$ cat src/logic/soc_bus_pkg.sv
/* Wishbone B4 bus widths, cycle-type encoding and the request and response structs */

`default_nettype none

package soc_bus_pkg;

  // ==========================================================
  // Widths
  // ==========================================================

  // Byte address and bus word
  typedef logic [31:0] addr_t;
  typedef logic [31:0] data_t;

  // One select bit per byte lane
  typedef logic [3:0] sel_t;

  // Main RAM line of 16 bytes and its byte strobes
  typedef logic [127:0] line_t;
  typedef logic [15:0]  line_strb_t;

  localparam int unsigned WORDS_PER_LINE = 4;

  // ==========================================================
  // Cycle type and bus structs
  // ==========================================================

  // Registered feedback cycle types in use
  typedef enum logic [2:0] {
    WB_CTI_CLASSIC = 3'b000,
    WB_CTI_INCR    = 3'b010,
    WB_CTI_EOB     = 3'b111
  } wb_cti_e;

  // Master to slave
  typedef struct packed {
    logic    cyc;
    logic    stb;
    logic    we;
    addr_t   adr;
    data_t   dat;
    sel_t    sel;
    wb_cti_e cti;
  } wb_req_t;

  // Slave to master, no stall or retry
  typedef struct packed {
    data_t dat;
    logic  ack;
    logic  err;
  } wb_rsp_t;

endpackage

`default_nettype wire

$ cat src/logic/soc_map_pkg.sv
/* SoC memory map bases and masks, CLINT register offsets, region enum */

`default_nettype none

package soc_map_pkg;

  // ==========================================================
  // Region bases and masks
  // ==========================================================

  // Regions decode on address bits 31:28
  localparam soc_bus_pkg::addr_t RAM_BASE   = 32'h8000_0000;
  localparam soc_bus_pkg::addr_t RAM_MASK   = 32'hF000_0000;
  localparam soc_bus_pkg::addr_t CLINT_BASE = 32'h3000_0000;
  localparam soc_bus_pkg::addr_t CLINT_MASK = 32'hF000_0000;

  typedef enum logic [1:0] {
    REGION_RAM,
    REGION_CLINT,
    REGION_NONE
  } region_e;

  // ==========================================================
  // CLINT registers
  // ==========================================================

  // Offsets inside the CLINT window
  typedef logic [15:0] clint_ofs_t;

  // 64 bit timer registers
  typedef logic [63:0] mtime_t;

  localparam clint_ofs_t CLINT_MSIP_OFS        = 16'h0000;
  localparam clint_ofs_t CLINT_MTIMECMP_OFS    = 16'h4000;
  localparam clint_ofs_t CLINT_MTIMECMP_HI_OFS = CLINT_MTIMECMP_OFS + 16'h0004;
  localparam clint_ofs_t CLINT_MTIME_OFS       = 16'hBFF8;
  localparam clint_ofs_t CLINT_MTIME_HI_OFS    = CLINT_MTIME_OFS + 16'h0004;

endpackage

`default_nettype wire

$ cat src/logic/wb_region_decoder.sv
/* Wishbone address decoder with request fan-out, response return
   and an error response for unmapped addresses */

`timescale 1ns/1ps
`default_nettype none

module wb_region_decoder (
  input  logic                 clk_i,
  input  logic                 rst_ni,
  input  soc_bus_pkg::wb_req_t m_req_i,
  output soc_bus_pkg::wb_rsp_t m_rsp_o,
  output soc_bus_pkg::wb_req_t ram_req_o,
  output soc_bus_pkg::wb_req_t clint_req_o,
  input  soc_bus_pkg::wb_rsp_t ram_rsp_i,
  input  soc_bus_pkg::wb_rsp_t clint_rsp_i
);
  import soc_bus_pkg::*;
  import soc_map_pkg::*;

  region_e region;
  logic    m_active;
  logic    err_q;

  assign m_active = m_req_i.cyc & m_req_i.stb;

  // ==========================================================
  // Region decode
  // ==========================================================

  always_comb begin
    if ((m_req_i.adr & RAM_MASK) == RAM_BASE) begin
      region = REGION_RAM;
    end else if ((m_req_i.adr & CLINT_MASK) == CLINT_BASE) begin
      region = REGION_CLINT;
    end else begin
      region = REGION_NONE;
    end
  end

  // Fields go to both slaves, stb only to the addressed one
  always_comb begin
    ram_req_o       = m_req_i;
    clint_req_o     = m_req_i;
    ram_req_o.stb   = m_req_i.stb && (region == REGION_RAM);
    clint_req_o.stb = m_req_i.stb && (region == REGION_CLINT);
  end

  // ==========================================================
  // Unmapped error
  // ==========================================================

  // One cycle after stb, then drops as the master takes it
  always_ff @(posedge clk_i) begin
    if (!rst_ni) begin
      err_q <= 1'b0;
    end else begin
      err_q <= m_active && (region == REGION_NONE) && !err_q;
    end
  end

  // Response of the selected slave only
  always_comb begin
    m_rsp_o = '0;
    case (region)
      REGION_RAM: begin
        m_rsp_o.dat = ram_rsp_i.dat;
        m_rsp_o.ack = ram_rsp_i.ack;
        m_rsp_o.err = ram_rsp_i.err;
      end
      REGION_CLINT: begin
        m_rsp_o.dat = clint_rsp_i.dat;
        m_rsp_o.ack = clint_rsp_i.ack;
        m_rsp_o.err = clint_rsp_i.err;
      end
      default: begin
        // No slave behind this address
        m_rsp_o.err = err_q;
      end
    endcase
  end

endmodule

`default_nettype wire

$ cat config.mk
export PLATFORM = sky130hd
export DESIGN_NAME = wb_region_decoder
export DESIGN_NICKNAME = d
export VERILOG_FILES = /design/src/logic/soc_bus_pkg.sv /design/src/logic/soc_map_pkg.sv /design/src/logic/wb_region_decoder.sv
export SDC_FILE = /design/constraint.sdc
export NUM_CORES = 1
export LEC_CHECK = 0
export BUFFER_PORTS_ARGS = -buffer_cell sky130_fd_sc_hd__buf_4
export CAP_MARGIN = 25
export CORE_AREA = 2 2 125 127
export CTS_CLUSTER_SIZE = 28
export DETAILED_ROUTE_END_ITERATION = 7
export DIE_AREA = 0 0 127 129
export PLACE_DENSITY_LB_ADDON = 0.05
export RECOVER_POWER = 50
export REMOVE_ABC_BUFFERS = 1
export SYNTH_ARGS = -nofsm -noshare
export SYNTH_HDL_FRONTEND = slang
export SYNTH_SLANG_ARGS = --single-unit
$ cat constraint.sdc
create_clock -name clk_i -period 1.56 [get_ports clk_i]
set_input_delay 0.312 -clock clk_i [delete_from_list [all_inputs] [get_ports clk_i]]
set_output_delay 0.312 -clock clk_i [all_outputs]
set_load 0.02 [all_outputs]
==> results.cfg <==
[worst_setup_path]
crit_path_max_fanout = 7
cp.arrival_ns = 1.40
ff2ff_path_depth = 2
r2r_start = err_q
critPathLaunch = m_req_i[70]
critPathRequiredTime_ns = 1.25
cp-end-kind = primary output
criticalPathCategory = input pin to primary output
start_kind = input pin

[routing]
routed_wl_um = 18000
first_pass_iters = 4
drc_errors = 0
drt_iter0_markers = 55
vias_per_cell = 3.71
ant_nets = 0
avgRoutedWirePerCell_um = 48.4
vias = 1375

[synth]
ys_seq_elements = 1
synth_top_area_share = 0.733
async_flop_share = 0
syn_area_um2 = 1530
yosysSeqAreaShare = 0.0131
postSynthAreaPerCell_um2 = 7.82
synth_edf_count = 0
yosys.area.top_type = buf_4
synthFlopType = dfxtp_1
synth_cell_types = 11
synth_common_cells = buf_4, a22o_1, buf_2
yosys-top-cells-area = buf_4, a22o_1, nor4b_4
ys_warn_count = 0
postSynthCellCount = 195
synth.most_common_cell = buf_4

[place]
hpwl_um = 16900
gp_congestion = 0.854
portBuffers = 121

[hold_path]
hp-class = flop to flop
min_delay_path_depth = 2
min_from = err_q

[final_layout]
area.sequential_um2 = 20.0
fill_cells = 1757
area.growth.synth_to_final_pct = 17.1
layout.nets = 328
multiInputGateArea_um2 = 398
largest_register_ffs = 1
largest_registers = err_q x1
utilization = 0.119
regMostFlops = err_q
drive_above_1_share = 0.797

[global_routing]
antenna_found_initial = 1
overflow = 0
grt_max_degree = 13
grt_pass1_wl_um = 20800
grt_use_total = 0.205
grt_pass1_vias = 1407

[floorplan]
num_io_pins = 326
placementRows = 45
die_y_um = 129
initial_utilization = 0.102
die_x_um = 127
dieArea_um2 = 16400
coreArea_um2 = 15000

[power_and_ir_drop]
switching_share = 0.379
power_density_nw_per_um2 = 234
p_seq_frac = 0.067
p_leak_nw = 0.889
power.internal_mw = 0.260
combPwrFrac = 0.933
peakVddDrop_mv = 0.0973
p_clk_frac = 0
p_switching_mw = 0.158

[sta]
worstMarginPinSlew_ns = 0.266
slew_headroom = 0.822
hold_violations = 0
timing.hold.ws_ns = 0.531
period_share = 1.10
fin_skew_ns = 0
fin_ws_ns = -0.156
clock.fmax_ghz = 0.583
post-route-min-period_ns = 1.72
setup_viol_count_final = 35
drv_slew = 0
rsz0062_at_grt = yes

[run_status]
status = finished with violations
violations = setup timing

[job]
cap_violations = 0

[clock_tree]
clk_latency_ns = 0
clk_pin_slew_ns = 0
==> final timing paths <==
kind | to | slack [ns]
worst max-delay path | m_rsp_o[0] | -0.16
worst min-delay path | err_q | 0.53
worst max register to register | err_q | 0.90
worst min register to register | err_q | 0.53
==> logic make-up (layout without fill, tap and decap cells) <==
family	Yosys count	in the layout	share of synthesized area
buffers and inverters	153	140	0.747
and+or+nand+nor	7	7	0.0443
other	0	1	0
AOI/OAI and AO/OA	34	34	0.196
DFF	1	1	0.0131
==> metal layers <==
| layer | global-route usage | up-vias | wire length [um] |
|---|---|---|---|
| met5 | 0.0500 | - | 69 |
| met4 | 0.0213 | 2 | 230 |
| met3 | 0.281 | 13 | 5250 |
| met2 | 0.343 | 301 | 8340 |
| met1 | 0.134 | 573 | 4080 |
| li1 | - | 486 | - |
==> cell type report <==
cell class              instances  share of cell area
repair buffers                140               0.633
multi-input cells              41               0.223
well taps                     188               0.132
flip-flops and latches          1              0.0112
diodes                          1             0.00140
==> timing repair <==
| action | CTS | global route |
|---|---|---|
| endpoints found under the setup margin | 36 | 35 |
| pin swaps | 5 | 5 |
| hold buffers | 0 | 0 |
| buffers inserted | 1 | 1 |
| gates resized for setup | 21 | 3 |
==> layout by cell type (no fill, tap or decap) <==
cell,synthesis,routed
nor4bb_4,0,1
nor3_1,1,1
buf_8,0,2
a22o_1,33,32
diode_2,0,1
a22o_4,0,1
buf_6,0,14
buf_4,149,123
and2_1,2,1
a221o_1,1,1
nand4b_1,1,1
dfxtp_1,1,1
nor3b_2,0,1
nor4b_4,1,1
and2_4,0,1
buf_12,0,1
==> critical path, cell delays in order <==
cell	delay [ns]
buf_8	0.11
nor4bb_4	0.32
buf_6	0.18
nor3b_2	0.04
a221o_1	0.29
buf_6	0.14
==> power by group through the flow <==
stage	combinational (mW)	sequential (mW)	clock [mW]
2_1_floorplan	0.0853	0.0274	0
3_3_place_gp	0.378	0.0281	0
3_5_place_dp	0.377	0.0279	0
4_1_cts	0.395	0.0279	0
5_1_grt	0.415	0.0281	0
6_report	0.390	0.0279	0.0000000858
==> per-stage QoR <==
step                setup WS (ns)  cell area [um^2]  power (mW)  cells  setup TNS, ns
floorplan                   -2.32               387       0.113     42         -81.32
global placement           -0.259              1670       0.406    368          -5.16
detailed placement         -0.248              1670       0.405    368          -4.47
CTS                        -0.187              1760       0.423    369          -3.19
global route               -0.219              1780       0.443    370          -5.19
finish                     -0.156              1790       0.418    371          -2.81
Note: power is estimated with default switching activity, not from simulation.
