$ cat config.mk
export PLATFORM = sky130hd
export DESIGN_NAME = wb_clint
export DESIGN_NICKNAME = d
export VERILOG_FILES = /design/src/logic/soc_bus_pkg.sv /design/src/logic/soc_map_pkg.sv /design/src/logic/wb_clint.sv
export SDC_FILE = /design/constraint.sdc
export NUM_CORES = 1
export LEC_CHECK = 0
export BUFFER_PORTS_ARGS = -buffer_cell sky130_fd_sc_hd__buf_2
export CORE_AREA = 2 2 128 130
export DETAILED_ROUTE_END_ITERATION = 10
export DIE_AREA = 0 0 130 132
export GPL_ROUTABILITY_DRIVEN = 0
export PLACE_DENSITY = 0.88
export SKIP_LAST_GASP = 1
export SLEW_MARGIN = 20
export SYNTH_ARGS = -nofsm -noshare
export SYNTH_HDL_FRONTEND = slang
export SYNTH_SLANG_ARGS = --single-unit
$ cat constraint.sdc
create_clock -name clk_i -period 3.91 [get_ports clk_i]
set_input_delay 0 -clock clk_i [delete_from_list [all_inputs] [get_ports clk_i]]
set_output_delay 0 -clock clk_i [all_outputs]
set_load 0.05 [all_outputs]
$ cat src/logic/soc_bus_pkg.sv
/* Wishbone B4 bus widths, cycle-type encoding and the request and response structs */

`default_nettype none

package soc_bus_pkg;

  // ==========================================================
  // Widths
  // ==========================================================

  // Byte address and bus word
  typedef logic [31:0] addr_t;
  typedef logic [31:0] data_t;

  // One select bit per byte lane
  typedef logic [3:0] sel_t;

  // Main RAM line of 16 bytes and its byte strobes
  typedef logic [127:0] line_t;
  typedef logic [15:0]  line_strb_t;

  localparam int unsigned WORDS_PER_LINE = 4;

  // ==========================================================
  // Cycle type and bus structs
  // ==========================================================

  // Registered feedback cycle types in use
  typedef enum logic [2:0] {
    WB_CTI_CLASSIC = 3'b000,
    WB_CTI_INCR    = 3'b010,
    WB_CTI_EOB     = 3'b111
  } wb_cti_e;

  // Master to slave
  typedef struct packed {
    logic    cyc;
    logic    stb;
    logic    we;
    addr_t   adr;
    data_t   dat;
    sel_t    sel;
    wb_cti_e cti;
  } wb_req_t;

  // Slave to master, no stall or retry
  typedef struct packed {
    data_t dat;
    logic  ack;
    logic  err;
  } wb_rsp_t;

endpackage

`default_nettype wire

$ cat src/logic/soc_map_pkg.sv
/* SoC memory map bases and masks, CLINT register offsets, region enum */

`default_nettype none

package soc_map_pkg;

  // ==========================================================
  // Region bases and masks
  // ==========================================================

  // Regions decode on address bits 31:28
  localparam soc_bus_pkg::addr_t RAM_BASE   = 32'h8000_0000;
  localparam soc_bus_pkg::addr_t RAM_MASK   = 32'hF000_0000;
  localparam soc_bus_pkg::addr_t CLINT_BASE = 32'h3000_0000;
  localparam soc_bus_pkg::addr_t CLINT_MASK = 32'hF000_0000;

  typedef enum logic [1:0] {
    REGION_RAM,
    REGION_CLINT,
    REGION_NONE
  } region_e;

  // ==========================================================
  // CLINT registers
  // ==========================================================

  // Offsets inside the CLINT window
  typedef logic [15:0] clint_ofs_t;

  // 64 bit timer registers
  typedef logic [63:0] mtime_t;

  localparam clint_ofs_t CLINT_MSIP_OFS        = 16'h0000;
  localparam clint_ofs_t CLINT_MTIMECMP_OFS    = 16'h4000;
  localparam clint_ofs_t CLINT_MTIMECMP_HI_OFS = CLINT_MTIMECMP_OFS + 16'h0004;
  localparam clint_ofs_t CLINT_MTIME_OFS       = 16'hBFF8;
  localparam clint_ofs_t CLINT_MTIME_HI_OFS    = CLINT_MTIME_OFS + 16'h0004;

endpackage

`default_nettype wire

$ cat src/logic/wb_clint.sv
/* Core-local interruptor with mtime, mtimecmp and msip registers
   and the timer and software interrupt outputs */

`timescale 1ns/1ps
`default_nettype none

module wb_clint (
  input  logic                 clk_i,
  input  logic                 rst_ni,
  input  soc_bus_pkg::wb_req_t req_i,
  output soc_bus_pkg::wb_rsp_t rsp_o,
  output logic                 timer_irq_o,
  output logic                 sw_irq_o
);
  import soc_bus_pkg::*;
  import soc_map_pkg::*;

  clint_ofs_t ofs;
  logic       access;
  data_t      rdata_d;

  mtime_t mtime_q;
  mtime_t mtimecmp_q;
  logic   msip_q;
  logic   ack_q;
  logic   timer_irq_q;
  data_t  rdata_q;

  // Byte lanes merged into an existing word
  function automatic data_t apply_sel(data_t old_w, data_t new_w, sel_t sel);
    data_t res;
    res = old_w;
    for (int b = 0; b < $bits(sel_t); b++) begin
      if (sel[b]) begin
        res[b*8 +: 8] = new_w[b*8 +: 8];
      end
    end
    return res;
  endfunction

  assign ofs = req_i.adr[15:0];

  // Registered ack blocks a second ack on the same stb
  assign access = req_i.cyc & req_i.stb & ~ack_q;

  // ==========================================================
  // Registers
  // ==========================================================

  always_ff @(posedge clk_i) begin
    if (!rst_ni) begin
      mtime_q     <= '0;
      mtimecmp_q  <= '1;
      msip_q      <= 1'b0;
      ack_q       <= 1'b0;
      timer_irq_q <= 1'b0;
    end else begin
      mtime_q     <= mtime_q + 64'd1;
      ack_q       <= access;
      timer_irq_q <= (mtime_q >= mtimecmp_q);
      if (access && req_i.we) begin
        case (ofs)
          CLINT_MSIP_OFS: begin
            if (req_i.sel[0]) begin
              msip_q <= req_i.dat[0];
            end
          end
          CLINT_MTIMECMP_OFS: begin
            mtimecmp_q[31:0] <= apply_sel(mtimecmp_q[31:0], req_i.dat, req_i.sel);
          end
          CLINT_MTIMECMP_HI_OFS: begin
            mtimecmp_q[63:32] <= apply_sel(mtimecmp_q[63:32], req_i.dat, req_i.sel);
          end
          default: begin
            // mtime is read only
          end
        endcase
      end
    end
  end

  // ==========================================================
  // Read data and outputs
  // ==========================================================

  // Unknown offsets read as zero
  always_comb begin
    case (ofs)
      CLINT_MSIP_OFS:        rdata_d = {31'd0, msip_q};
      CLINT_MTIMECMP_OFS:    rdata_d = mtimecmp_q[31:0];
      CLINT_MTIMECMP_HI_OFS: rdata_d = mtimecmp_q[63:32];
      CLINT_MTIME_OFS:       rdata_d = mtime_q[31:0];
      CLINT_MTIME_HI_OFS:    rdata_d = mtime_q[63:32];
      default:               rdata_d = '0;
    endcase
  end

  // Sampled with the access, shown with the ack
  always_ff @(posedge clk_i) begin
    if (access) begin
      rdata_q <= rdata_d;
    end
  end

  assign rsp_o.dat   = rdata_q;
  assign rsp_o.ack   = ack_q;
  assign rsp_o.err   = 1'b0;
  assign timer_irq_o = timer_irq_q;
  assign sw_irq_o    = msip_q;

endmodule

`default_nettype wire

==> impl_metrics.xml <==
<?xml version="1.0" encoding="UTF-8"?>
<metrics>
  <group name="die">
    <metric name="x_dimension_of_the_die" unit="um">130</metric>
    <metric name="die_height" unit="um">132</metric>
    <metric name="initial_core_util" unit="%">54.3</metric>
    <metric name="fp.coreArea" unit="um2">15700</metric>
    <metric name="count_of_boundary_i_o_pins" unit="">112</metric>
    <metric name="dieArea" unit="um2">17200</metric>
    <metric name="floorplan.rows" unit="">46</metric>
  </group>
  <group name="final_layout">
    <metric name="leading_cell_types_in_the_layout_fill_and_taps_excluded" unit="">dfxtp_1 (131), nand2_1 (118), buf_2 (91)</metric>
    <metric name="insertedDiodeCount" unit="">0</metric>
    <metric name="finalInstanceArea" unit="um2">10000</metric>
    <metric name="seqCellArea" unit="um2">3580</metric>
    <metric name="post-route-util" unit="%">64.0</metric>
    <metric name="final_layout_size_suffix_gt1_share" unit="%">14.0</metric>
    <metric name="syn2layout_area_growth" unit="%">17.8</metric>
    <metric name="multi_input_area" unit="um2">4420</metric>
    <metric name="post_layout_nonfiller_instances" unit="">1274</metric>
    <metric name="most_common_cell_after_layout_fill_and_taps_aside" unit="">dfxtp_1</metric>
    <metric name="fill_cells" unit="">1217</metric>
    <metric name="final_net_count" unit="">1186</metric>
  </group>
  <group name="clock_network">
    <metric name="cts-buffers-inserted" unit="">17</metric>
    <metric name="cts_tree" unit="">built</metric>
    <metric name="cts.reportedPaths.clkPinSlew" unit="ps">60</metric>
    <metric name="cts-htree-levels" unit="">4</metric>
    <metric name="cts_max_path_buffers" unit="">2</metric>
    <metric name="post-cts-setup-buffers" unit="">0</metric>
    <metric name="worst_skew_pair.late_latency" unit="ps">440</metric>
    <metric name="clk_root_buffer_cell" unit="">clkbuf_16</metric>
    <metric name="cts_num_sinks" unit="">163</metric>
  </group>
  <group name="power_and_ir_drop">
    <metric name="total_leakage_power" unit="nW">4.61</metric>
    <metric name="power_density" unit="nW/um2">360</metric>
    <metric name="power.ir.vdd_worst" unit="V">0.000357</metric>
    <metric name="finalPower" unit="mW">3.62</metric>
  </group>
  <group name="sta">
    <metric name="final_hold_viols" unit="">0</metric>
    <metric name="maxClockFrequency" unit="MHz">396</metric>
    <metric name="grt_setup_unrepaired" unit="">false</metric>
    <metric name="fin_skew" unit="ps">6.92</metric>
    <metric name="tightest_slew" unit="ps">1040</metric>
    <metric name="setup-violations-final" unit="">0</metric>
    <metric name="slew_viol_final" unit="">0</metric>
    <metric name="layout_min_cycle_time" unit="ps">2530</metric>
    <metric name="setup_tns" unit="ps">0</metric>
    <metric name="slew-limit-headroom" unit="%">29.9</metric>
    <metric name="final.hold.worst_slack" unit="ps">95.7</metric>
    <metric name="period_utilisation_layout" unit="%">64.6</metric>
    <metric name="worst_slack" unit="ps">1380</metric>
  </group>
  <group name="min_path">
    <metric name="hp-class" unit="">input pin to flip-flop</metric>
  </group>
  <group name="placed_design">
    <metric name="placedCellCount" unit="">1209</metric>
    <metric name="place_area" unit="um2">9090</metric>
    <metric name="hpwlAfterDp" unit="um">15100</metric>
    <metric name="place_worst_setup_slack" unit="ps">1420</metric>
    <metric name="port-buffer-count" unit="">91</metric>
  </group>
  <group name="logic_synthesis">
    <metric name="synth_ff_type" unit="">dfxtp_1</metric>
    <metric name="postSynthRegisterBits" unit="">163</metric>
    <metric name="synth_sequential_area_ratio" unit="%">42.0</metric>
    <metric name="synth_async_sr_flop_share" unit="%">0</metric>
    <metric name="postSynthCellCount" unit="">946</metric>
    <metric name="synth_nets" unit="">1087</metric>
    <metric name="synth.distinct_cells" unit="">61</metric>
    <metric name="synthesis.yosys.warnings" unit="">0</metric>
    <metric name="post_synth_instance_area" unit="um2">8530</metric>
    <metric name="synthesized_area_divided_by_synthesized_cell_count" unit="um2">9.01</metric>
    <metric name="synth_edf_count" unit="">32</metric>
  </group>
  <group name="run">
    <metric name="maxCapViolations" unit="">0</metric>
  </group>
  <group name="global_route">
    <metric name="track_usage" unit="%">25.6</metric>
    <metric name="grt_overflow" unit="">0</metric>
    <metric name="antenna_found_initial" unit="">0</metric>
    <metric name="via_count_of_the_first_global_routing_pass" unit="">7299</metric>
    <metric name="first_pass_grt_wire_length" unit="um">35100</metric>
    <metric name="grt_start_max_net_pins" unit="">55</metric>
  </group>
  <group name="routing">
    <metric name="route.antenna.remaining_nets" unit="">0</metric>
    <metric name="via_density" unit="">5.96</metric>
    <metric name="total_wire_length_after_detailed_routing" unit="um">21800</metric>
    <metric name="drtIter0Drc" unit="">736</metric>
    <metric name="avgRoutedWirePerCell" unit="um">17.1</metric>
    <metric name="detail_route.drc_violations" unit="">0</metric>
    <metric name="drt_pre_antenna_iters" unit="">7</metric>
    <metric name="detailroute.via_count" unit="">7588</metric>
  </group>
  <group name="worst_setup_path">
    <metric name="timing.critical_path.required" unit="ps">4270</metric>
    <metric name="critical_path.max_fanout" unit="">17</metric>
    <metric name="worst_ep_arrival_time" unit="ps">2890</metric>
    <metric name="crit_path_end_kind" unit="">flip-flop</metric>
    <metric name="worstSetupStartpointType" unit="">flip-flop</metric>
    <metric name="crit_type" unit="">flip-flop to flip-flop</metric>
  </group>
  <group name="status">
    <metric name="status" unit="">finished, final reports clean</metric>
  </group>
</metrics>
## cell usage after synthesis, drive strengths merged, types with 2 or more instances
master     n  area share, %
nand4     31            2.6
nor2b      2           0.15
a22o      17            1.7
a21o       4           0.35
or3       10           0.82
edfxtp    32             11
nand3b     2           0.22
clkbuf    46            2.3
buf        7           0.53
nand2    119            5.3
a211oi     3           0.26
o21ai     19            1.1
xor2      23            2.4
ha        65            9.5
a22oi     29            2.6
and4      10            1.1
a221o     18            2.1
nand3     29            1.8
nor2      68            3.1
a2111oi    2           0.21
and2      10           0.73
xnor2     31            3.2
nor3      17            1.0
o211ai    65            5.7
inv       77            3.4
a21oi     33            1.9
and3      15            1.1
nor4      17            1.5
dfxtp    131             31
a21boi     2           0.18
## layer usage
metal	wire length, um	global-route usage, %
met2	10400	40.8
met5	0	0
met1	9220	32.9
met4	824	12.6
met3	1370	5.32
## power by group
group | switching (mW) | internal, mW
clock network | 0.671 | 1.05
logic | 0.100 | 0.0586
registers | 0.00898 | 1.72
total | 0.780 | 2.84
## cells by family after synthesis
family | after synthesis | share of synthesized area (%)
simple gates | 333 | 19.7
compound gates | 198 | 16.8
flops | 163 | 42.0
buf+inv | 131 | 6.24
fa+ha+maj | 65 | 9.54
xor+xnor | 54 | 5.55
other cells | 1 | 0.0440
mux | 1 | 0.117
## cell type report
type	count	share of cell area (%)
flip-flops and latches	163	35.7
repair buffers	133	8.49
multi-input cells	652	44.0
well taps	216	2.69
clock inverters	4	0.224
clock buffers	28	6.00
inverters	78	2.91
## state kept, by name, summed over array words and instances, names as in the netlist
| register | cells |
|---|---|
| sw_irq_o | 1 |
| ack_q | 1 |
| timer_irq_o | 1 |
| mtimecmp_q | 64 |
| rdata_q | 32 |
| mtime_q | 64 |
## path summary, 6_finish.rpt
check,start,endpoint,slack (ps),depth (start not counted)
setup / recovery,mtime_q[13]$_SDFF_PN0_,mtime_q[63]$_SDFF_PN0_,1380,6
hold / removal,rst_ni,mtimecmp_q[1]$_SDFFE_PN1P_,100,2
setup reg to reg,mtime_q[13]$_SDFF_PN0_,mtime_q[63]$_SDFF_PN0_,1380,6
hold reg to reg,mtime_q[63]$_SDFF_PN0_,mtime_q[63]$_SDFF_PN0_,500,2
## worst max-delay path: stages (launching register included)
cell     delay, ps
dfxtp_1        500
and4_4         310
nand4_4        140
or3_1          700
nor2_4         200
or4b_1         440
a21oi_1        140
## timing repair
action	4_1_cts	5_1_grt
setup endpoints to repair	0	0
hold buffers	33	0
hold endpoints to repair	65	0
resized for setup	0	0
(Power assumes the default switching activity.)
